### config.mk
export PLATFORM = sky130hd
export DESIGN_NAME = mul_unit
export DESIGN_NICKNAME = d
export VERILOG_FILES = /design/src/logic/mul_pkg.sv /design/src/logic/mul_issue.sv /design/src/logic/mul_partial.sv /design/src/logic/mul_combine.sv /design/src/logic/mul_writeback.sv /design/src/logic/mul_unit.sv
export VERILOG_INCLUDE_DIRS = /design/src /design/src/logic
export SDC_FILE = /design/constraint.sdc
export NUM_CORES = 2
export LEC_CHECK = 0
export ABC_AREA = 1
export BUFFER_PORTS_ARGS = -buffer_cell sky130_fd_sc_hd__buf_2
export CAP_MARGIN = 5
export CORE_AREA = 2 2 327 248
export CTS_BUF_LIST = sky130_fd_sc_hd__clkbuf_8
export CTS_CLUSTER_DIAMETER = 40
export DETAILED_ROUTE_END_ITERATION = 10
export DIE_AREA = 0 0 329 250
export HOLD_SLACK_MARGIN = 0.02
export PLACE_DENSITY = 0.89
export SLEW_MARGIN = 25
export SYNTH_ARGS = -nofsm -noshare
export SYNTH_HDL_FRONTEND = slang
export SYNTH_SLANG_ARGS = --single-unit
export TNS_END_PERCENT = 20
### constraint.sdc
create_clock -name clk -period 14.9 [get_ports clk]
set_input_delay 2.98 -clock clk [delete_from_list [all_inputs] [get_ports clk]]
set_output_delay 2.98 -clock clk [all_outputs]
set_load 0.01 [all_outputs]
### src/logic/mul_defines.svh
`ifndef MUL_DEFINES_SVH
`define MUL_DEFINES_SVH

// Width macros for the multiply unit
// Both are fixed by the ISA and shared by every stage

// Operand and result width
// Operands split into two halves of MUL_XLEN/2 bits
// Product before word selection is twice this wide
`define MUL_XLEN 32

// Destination register address width
// 32 architectural registers
`define MUL_RD_W 5

// Low and high words of the full product are both MUL_XLEN wide
// Writeback data is one of those words

`endif

### src/logic/mul_pkg.sv
`include "mul_defines.svh"

package mul_pkg;

    // Operation codes from the decoder
    // Code 2'd3 is unused
    typedef enum logic [1:0] {
        MUL_W   = 2'd0,
        MULH_W  = 2'd1,
        MULH_WU = 2'd2
    } mul_op_t;

    // Issued request, output of the issue register
    typedef struct packed {
        // Valid strobe for this operation
        logic                  en;
        // Destination register, zero when idle
        logic [`MUL_RD_W-1:0]  rd;
        // 1 selects the high word
        logic                  sel;
        // 1 requests the signed high-word correction
        logic                  sign;
        // Raw operands
        logic [`MUL_XLEN-1:0]  src0;
        logic [`MUL_XLEN-1:0]  src1;
    } mul_req_t;

    // Stage 0 result, partial products plus correction
    typedef struct packed {
        logic                  en;
        logic [`MUL_RD_W-1:0]  rd;
        logic                  sel;
        // High half times high half
        logic [`MUL_XLEN-1:0]  hh;
        // High half of src0 times low half of src1
        logic [`MUL_XLEN-1:0]  hl;
        // Low half of src0 times high half of src1
        logic [`MUL_XLEN-1:0]  lh;
        // Low half times low half
        logic [`MUL_XLEN-1:0]  ll;
        // Added to the unsigned high word for mulh.w
        logic [`MUL_XLEN-1:0]  ad;
    } mul_mid_t;

    // Writeback word
    typedef struct packed {
        logic                  en;
        logic [`MUL_RD_W-1:0]  rd;
        logic [`MUL_XLEN-1:0]  data;
    } mul_wb_t;

endpackage

### src/logic/mul_issue.sv
`include "mul_defines.svh"

module mul_issue (
    input  logic                  clk,
    input  logic                  rst_n,
    // Operation strobe and fields from the decoder
    input  logic                  issue_en,
    input  mul_pkg::mul_op_t      issue_op,
    input  logic [`MUL_RD_W-1:0]  issue_rd,
    input  logic [`MUL_XLEN-1:0]  src0,
    input  logic [`MUL_XLEN-1:0]  src1,
    // Registered request into stage 0
    output mul_pkg::mul_req_t     req
);
    import mul_pkg::*;

    // Decoded controls
    logic     sel_dec;
    logic     sign_dec;
    mul_req_t req_d;

    // Op code to word select and sign handling
    always_comb begin
        case (issue_op)
            MUL_W: begin
                // Low word is the same for signed and unsigned
                sel_dec  = 1'b0;
                sign_dec = 1'b0;
            end
            MULH_W: begin
                // Signed high word needs the correction term
                sel_dec  = 1'b1;
                sign_dec = 1'b1;
            end
            MULH_WU: begin
                // Unsigned high word taken as is
                sel_dec  = 1'b1;
                sign_dec = 1'b0;
            end
            default: begin
                sel_dec  = 1'b0;
                sign_dec = 1'b0;
            end
        endcase
    end

    // Next request word
    always_comb begin
        req_d.en   = issue_en;
        // Idle slots carry no destination
        req_d.rd   = issue_en ? issue_rd : '0;
        req_d.sel  = sel_dec;
        req_d.sign = sign_dec;
        req_d.src0 = src0;
        req_d.src1 = src1;
    end

    // Issue register
    always_ff @(posedge clk) begin
        if (!rst_n) begin
            req <= '0;
        end else begin
            req <= req_d;
        end
    end

    // Decoder must never hand over the spare op code
    a_issue_op_legal: assert property (
        @(posedge clk) disable iff (!rst_n)
        issue_en |-> issue_op inside {MUL_W, MULH_W, MULH_WU}
    ) else $error("mul_issue: unused op code %0d issued", issue_op);

endmodule

### src/logic/mul_partial.sv
`include "mul_defines.svh"

module mul_partial (
    input  logic               clk,
    input  logic               rst_n,
    // Request from the issue register
    input  mul_pkg::mul_req_t  req,
    // Registered partial products
    output mul_pkg::mul_mid_t  mid
);
    import mul_pkg::*;

    // Operand half width
    localparam int unsigned HALF = `MUL_XLEN / 2;

    logic [`MUL_XLEN-1:0] a_hi;
    logic [`MUL_XLEN-1:0] a_lo;
    logic [`MUL_XLEN-1:0] b_hi;
    logic [`MUL_XLEN-1:0] b_lo;
    logic [`MUL_XLEN-1:0] corr;
    mul_mid_t             mid_d;

    // Zero-extended operand halves
    always_comb begin
        a_hi = {{HALF{1'b0}}, req.src0[`MUL_XLEN-1:HALF]};
        a_lo = {{HALF{1'b0}}, req.src0[HALF-1:0]};
        b_hi = {{HALF{1'b0}}, req.src1[`MUL_XLEN-1:HALF]};
        b_lo = {{HALF{1'b0}}, req.src1[HALF-1:0]};
    end

    // High-word correction for signed operands
    // Operands are multiplied as unsigned values
    // A negative operand x adds 2^32 * other to the product
    // so the unsigned high word is too large by the other operand
    always_comb begin
        corr = '0;
        if (req.sign) begin
            case ({req.src0[`MUL_XLEN-1], req.src1[`MUL_XLEN-1]})
                // Both negative, take off both operands
                2'b11:   corr = -(req.src0 + req.src1);
                // Only src0 negative
                2'b10:   corr = -req.src1;
                // Only src1 negative
                2'b01:   corr = -req.src0;
                default: corr = '0;
            endcase
        end
    end

    // Four 16x16 products, each fits in one word
    always_comb begin
        mid_d.en  = req.en;
        mid_d.rd  = req.rd;
        mid_d.sel = req.sel;
        mid_d.hh  = a_hi * b_hi;
        mid_d.hl  = a_hi * b_lo;
        mid_d.lh  = a_lo * b_hi;
        mid_d.ll  = a_lo * b_lo;
        mid_d.ad  = corr;
    end

    // Stage 0 register
    always_ff @(posedge clk) begin
        if (!rst_n) begin
            mid <= '0;
        end else begin
            mid <= mid_d;
        end
    end

    // Unsigned ops must never pick up a correction
    a_no_corr_unsigned: assert property (
        @(posedge clk) disable iff (!rst_n)
        !req.sign |=> mid.ad == '0
    ) else $error("mul_partial: correction %h without sign", mid.ad);

endmodule

### src/logic/mul_combine.sv
`include "mul_defines.svh"

module mul_combine (
    input  logic               clk,
    input  logic               rst_n,
    // Partial products from stage 0
    input  mul_pkg::mul_mid_t  mid,
    // Selected result word, not masked
    output mul_pkg::mul_wb_t   res
);
    import mul_pkg::*;

    localparam int unsigned HALF = `MUL_XLEN / 2;

    // Middle products can carry into bit 32
    logic [`MUL_XLEN:0]     mid_sum;
    // Middle sum aligned to its weight
    logic [2*`MUL_XLEN-1:0] mid_wide;
    // Full unsigned product
    logic [2*`MUL_XLEN-1:0] full;
    logic [`MUL_XLEN-1:0]   word;
    mul_wb_t                res_d;

    // Sum of cross products
    always_comb begin
        mid_sum  = {1'b0, mid.hl} + {1'b0, mid.lh};
        mid_wide = {{(`MUL_XLEN-1){1'b0}}, mid_sum} << HALF;
        // hh and ll do not overlap, so they concatenate
        full     = {mid.hh, mid.ll} + mid_wide;
    end

    // Word pick
    always_comb begin
        if (mid.sel) begin
            // High word, signed fix added mod 2^32
            word = full[2*`MUL_XLEN-1:`MUL_XLEN] + mid.ad;
        end else begin
            word = full[`MUL_XLEN-1:0];
        end
    end

    always_comb begin
        res_d.en   = mid.en;
        res_d.rd   = mid.rd;
        res_d.data = word;
    end

    // Stage 1 register
    always_ff @(posedge clk) begin
        if (!rst_n) begin
            res <= '0;
        end else begin
            res <= res_d;
        end
    end

endmodule

### src/logic/mul_writeback.sv
`include "mul_defines.svh"

module mul_writeback (
    input  logic              clk,
    input  logic              rst_n,
    // Result from stage 1
    input  mul_pkg::mul_wb_t  res,
    // Shared writeback bus, zero when idle
    output mul_pkg::mul_wb_t  wb
);
    import mul_pkg::*;

    mul_wb_t wb_d;

    // Idle slots drive all zeros so the bus can be OR-merged
    always_comb begin
        wb_d = res.en ? res : '0;
    end

    always_ff @(posedge clk) begin
        if (!rst_n) begin
            wb <= '0;
        end else begin
            wb <= wb_d;
        end
    end

    // Idle bus carries nothing
    a_wb_idle_zero: assert property (
        @(posedge clk) disable iff (!rst_n)
        !wb.en |-> (wb.rd == '0 && wb.data == '0)
    ) else $error("mul_writeback: idle bus rd=%h data=%h", wb.rd, wb.data);

endmodule

### src/logic/mul_unit.sv
`include "mul_defines.svh"

module mul_unit (
    input  logic                  clk,
    input  logic                  rst_n,
    // Issue side, sampled together with issue_en
    input  logic                  issue_en,
    input  mul_pkg::mul_op_t      issue_op,
    input  logic [`MUL_RD_W-1:0]  issue_rd,
    input  logic [`MUL_XLEN-1:0]  src0,
    input  logic [`MUL_XLEN-1:0]  src1,
    // Writeback bus, four cycles after issue
    output mul_pkg::mul_wb_t      wb
);
    import mul_pkg::*;

    // Stage boundaries
    mul_req_t req;
    mul_mid_t mid;
    mul_wb_t  res;

    // Op decode and operand capture
    mul_issue i_issue (
        .clk      (clk),
        .rst_n    (rst_n),
        .issue_en (issue_en),
        .issue_op (issue_op),
        .issue_rd (issue_rd),
        .src0     (src0),
        .src1     (src1),
        .req      (req)
    );

    // Partial products and correction
    mul_partial i_partial (
        .clk   (clk),
        .rst_n (rst_n),
        .req   (req),
        .mid   (mid)
    );

    // Summation and word select
    mul_combine i_combine (
        .clk   (clk),
        .rst_n (rst_n),
        .mid   (mid),
        .res   (res)
    );

    // Masked bus register
    mul_writeback i_writeback (
        .clk   (clk),
        .rst_n (rst_n),
        .res   (res),
        .wb    (wb)
    );

endmodule

Yosys cells after proc, flatten, opt, wreduce, memory -nomap -nowiden
Index checks and enable logic that the tools add are counted.

Bits in registers: 315. Word-level logic and storage cells: 45.

$add $sub $neg: 7. Multiply operators: 4. Equality and inequality tests: 5. Multiplexer cells: 5. Reductions and logical operators: 4.

Operators by type and width (number): multiplier 16 x 16 -> 32 bit (4); negator 32 bit (3); case mux 32 bit (3 select lines) (1); adder 32 bit (2); adder 64 x 49 -> 64 bit (1); 2-to-1 mux 38 bit (1); adder 32 x 32 -> 33 bit (1); 2-to-1 mux 32 bit (1); equality test 2 bit, second input constant (3); AND reduction 2 bit (3); equality test 2 x 1 -> 1 bit, second input constant (2); 2-to-1 mux 1 bit (2); OR reduction 2 bit (1).

Depth between registers and ports, before layout
Depth after elaboration: 4. Mapped depth: 37. Gate-level depth less buffers: 37.

Modules after synthesis
A second synthesis with hierarchy kept.

Cell total of the unflattened synthesis: 8016. Area total of the unflattened synthesis: 57073.5 µm².

By module, submodules not included: mul_partial (times used 1, cells each 6364, area each 46093.0 µm², seq. area each 3343.2 µm²); mul_combine (times used 1, cells each 1309, area each 7807.5 µm², seq. area each 760.7 µm²); mul_issue (times used 1, cells each 225, area each 2040.7 µm², seq. area each 1441.4 µm²); mul_writeback (times used 1, cells each 118, area each 1132.3 µm², seq. area each 760.7 µm²).

Worst setup path before layout
No wires, ideal clock.

Path kind: reg-to-reg. Start point: reg i_issue.req[45] (netlist name). End point: reg i_partial.mid[59] (netlist name). Arrival: 5397 ps. Path slack: 9390 ps. Cell stages (with the launch flop): 24. Buffers on the path: 2. Path through: dfxtp_1 buf_2 clkbuf_1 nand2_1 fa_1 inv_1 fa_1 inv_1 fa_1 inv_1 fa_1 inv_1 fa_1 inv_1 fa_1 ha_1 a21o_1 a21oi_1 o21ai_0 nand2_1 nand3_1 a21o_1 nor2_1 nor2_1.

Word-level cells in the longest chain between the ends: 1.

Ends and longest elaborated chain: multiplier 16 x 16 -> 32 bit (RTL line mul_partial.sv:58) `mid_d.ll = a_lo * b_lo;`.

Every way passes these cells. A chain may end at the register's enable or synchronous reset.

Final worst setup path
Start point: reg i_issue.req[17] (netlist name). End point: reg i_partial.mid[152] (netlist name).

Word-level cells in the longest chain between the ends: 1.

Ends and longest elaborated chain: multiplier 16 x 16 -> 32 bit (RTL line mul_partial.sv:55) `mid_d.hh = a_hi * b_hi;`.

Every way passes these cells.

==> summary.txt <==
Worst hold path
  – Hold Path Class: register to register
  – Hold path start: i_combine.res[35]
  – Hold Path Depth: 2
  – WHS Endpoint: i_writeback.wb[35]

STA
  – Clk_skew: around 0.066 ns
  – Unrepaired setup endpoints after global routing: false
  – Setup Viol. Count Final: 0
  – Hold Fails Final Rpt: 0
  – Pins Over Slew Limit: 0
  – Relative slew margins: 34.2%
  – Fin Hold WS: around 0.4 ns
  – Final TNS setup: 0 ns
  – Max Freq: ~150 MHz
  – Worst slew pin tran: 0.987 ns
  – Fin crit share: 43.5%
  – Final WS setup: 8.41 ns
  – Fin crit period: around 6.5 ns

Clock tree
  – Post-CTS sizing: 0
  – Clk slew on worst S/H paths: approximately 0.060 ns
  – H-tree depth reported by CTS: 3
  – CTS tree: done
  – Worst-Skew Late Latency: ~0.75 ns
  – # hold bufs at CTS: 0
  – Root buffer cell: clkbuf_8
  – CTS buffer count: 71
  – Longest Clk Path Bufs: 3
  – Clk sinks: 315
  – Post-CTS Setup Inserts: 0

Critical path
  – Worst reg2reg path depth: 23
  – CP arrival: 7.07 ns
  – CP max-delay cell: fa_1
  – Max incr delay on CP: ~0.57 ns
  – Critical Path Sink Type: register
  – Worst Path Max Fanout: 35
  – Startpoint class of the critical path: register
  – Crit-path cells: buf_4 > nand2_1 > fa_1 > inv_1 > fa_1 > inv_1 > fa_1 > inv_1 > fa_1 > inv_1 > fa_1 > inv_1 > fa_1 > ha_1 > nand2_1 > inv_1 > nand3_1 > nor2_1 > nand4_1 > nand3_1 > a21o_1 > o21ai_0 > a21oi_1
  – Worst Path Required: 15.49 ns
  – CP delay by family, top: adder cells
  – Flop2flop setup slack: between 8 and 9 ns
  – FF-to-FF End: i_partial.mid[152]
  – Crit Reg-Reg Startpoint: i_issue.req[17]
  – CP Depth: 23
  – CP Buf/Inv Count: 7
  – Kind of critical path: register to register

Route
  – Wirelength per Cell: roughly 22 um
  – Initial DRT Pass Iterations: 7
  – Vias/cell: roughly 5.9
  – Drt drc: 0
  – Via count: 50961
  – Remaining antenna violation count: 0
  – Wirelength, routed: roughly 190000 um
  – Starting DRC count in detailed routing: 5883

Cells and area
  – Layout area overhead: 5.23%
  – Area of the multi-input gates: 0.0405 mm2
  – FF/Latch Area: 0.00631 mm2
  – # fillers: approximately 6000
  – Share of layout cells above drive strength 1: between 6 and 7%
  – Final #Nets: 8985

Yosys
  – Synth top cells by count: inv_1, nand2_1, fa_1
  – Top-count cell post-synth: inv_1
  – Net Count, Synth: 9024
  – Synth Register Bits: 315
  – Synthesized cell area: around 0.055 mm2
  – Cell count after synthesis: 7550
  – Post-synth EDFFs: 0
  – Post-synth cell types: 66
  – Ys Warns: 0
  – Area share of the largest cell type after synthesis: 28.4%
  – Cell accounting for the most synthesized area: fa_1
  – Syn_area_per_cell: 7.28 um2
  – Post-synthesis sequential area ratio: 11.5%
  – Fraction of registers with async set/reset: 0%
  – Leading post-synthesis cells by cell area: fa_1, ha_1, inv_1
  – Main flop type after synthesis: dfxtp_1

Placed design
  – Pre-CTS setup slack: 8.71 ns
  – Global placement routability congestion: ~1.1
  – Detail Placement HPWL: 142000 um
  – IO Port Bufs: between 100 and 150

Global routing
  – GR Layer Usage met3: between 10% and 20%
  – GRT Total Usage: 46.2%
  – GR Overflow Total: 0
  – Initial antenna violation count: 4
  – GR peak layer: met2
  – M2 GR Usage: 66.0%
  – Largest net degree at the start of global routing: 78
  – Number of global-route vias before repair: between 50000 and 60000
  – First-pass GRT wire length: 290000 um
  – M1 GR Usage: 61.5%

Die
  – Initial Util: between 60% and 70%
  – IO Pins: between 100 and 150
  – Core Rows: 90
  – Die height: 250 um
  – Total die area: 0.0823 mm2
  – DIE WIDTH: 329 um
  – Core area: approximately 0.08 mm2

Outcome
  – Outcome: complete, no violations

Pwr
  – Maximum vdd drop: around 0.000096 V
  – Total power: 5380 uW
  – Leak: 0.0322 uW
  – Pwr Density: between 90 and 100 mW/mm2

Flow run
  – Max cap viols: 0
==> stage by stage <==
stage	area (um2)	utilization [%]	cells
after detailed placement	56100	70.7	8496
after global routing	57800	72.9	8627
after floorplan	55000	-	7550
after CTS	57800	72.8	8625
final	57800	72.9	8630
after global placement	56100	70.7	8496
==> final cells by class <==
| class | instances | area share, % |
|---|---|---|
| well taps | 1058 | 2.29 |
| inverters | 1848 | 12.0 |
| multi-input cells | 5091 | 69.9 |
| clock inverters | 54 | 1.14 |
| clock buffers | 75 | 1.78 |
| flip-flops and latches | 315 | 10.9 |
| diodes | 5 | 0.0216 |
| repair buffers | 184 | 1.92 |
==> power breakdown <==
| group | total (uW) | leakage (uW) | switching (uW) | internal [uW] |
|---|---|---|---|---|
| Clock | 1200 | 0.000872 | 521 | 683 |
| Sequential | 1060 | 0.00259 | 96.3 | 962 |
| Combinational | 3120 | 0.0287 | 2140 | 983 |
==> flip-flops by register name, summed over array words and instances (netlist names) <==
| name | flops |
|---|---|
| i_issue.req | 72 |
| i_combine.res | 38 |
| i_partial.mid | 167 |
| i_writeback.wb | 38 |
==> how the worst max path moves through the flow <==
stage                     from                  to  slack, ns
6_report       i_issue.req[17]  i_partial.mid[152]       8.41
5_1_grt        i_issue.req[17]  i_partial.mid[152]       8.26
4_1_cts        i_issue.req[17]  i_partial.mid[152]       8.66
3_5_place_dp   i_issue.req[17]  i_partial.mid[152]       8.71
3_3_place_gp   i_issue.req[17]  i_partial.mid[152]       8.78
2_1_floorplan  i_issue.req[45]   i_partial.mid[59]       9.39
==> layer usage <==
| metal | share of wire [%] | vias up |
|---|---|---|
| met5 | 0.012 | - |
| met4 | 7.0 | 4 |
| met3 | 14 | 884 |
| met2 | 40 | 3584 |
| met1 | 38 | 23862 |
| li1 | - | 22627 |
==> worst reg2reg max path, delay by kind of cell, from the launching register on <==
family,cells,cell delay [ns]
buffers and inverters,7,0.89
AO/OA/AOI/OAI,3,0.53
AND/OR/NAND/NOR,6,1.19
flip-flops,1,0.31
adder cells (fa/ha/maj),7,3.47
==> placed cells by master (no fill, tap or decap), types with 25 or more instances in the layout <==
cell type	count
o21bai_1	40
fa_1	780
nor3_1	59
nor2_2	25
o21ai_0	261
a21oi_1	408
a31oi_1	35
xnor2_1	35
buf_2	110
a21o_1	38
dfxtp_1	315
ha_1	620
nand4_1	61
buf_4	73
inv_2	29
inv_1	1821
nand2_1	1784
nand3_1	212
xor2_1	53
nor2_1	457
clkbuf_8	75
==> logic make-up after synthesis <==
kind of cell	count (synthesis)	synth area share, %
AO/OA/AOI/OAI	905	9.27
XOR/XNOR	88	1.40
adder cells (fa/ha/maj)	1400	42.5
buffers and inverters	2144	14.9
flip-flops	315	11.5
AND/OR/NAND/NOR	2698	20.4
No activity file was read; power rests on OpenSTA's default activity.
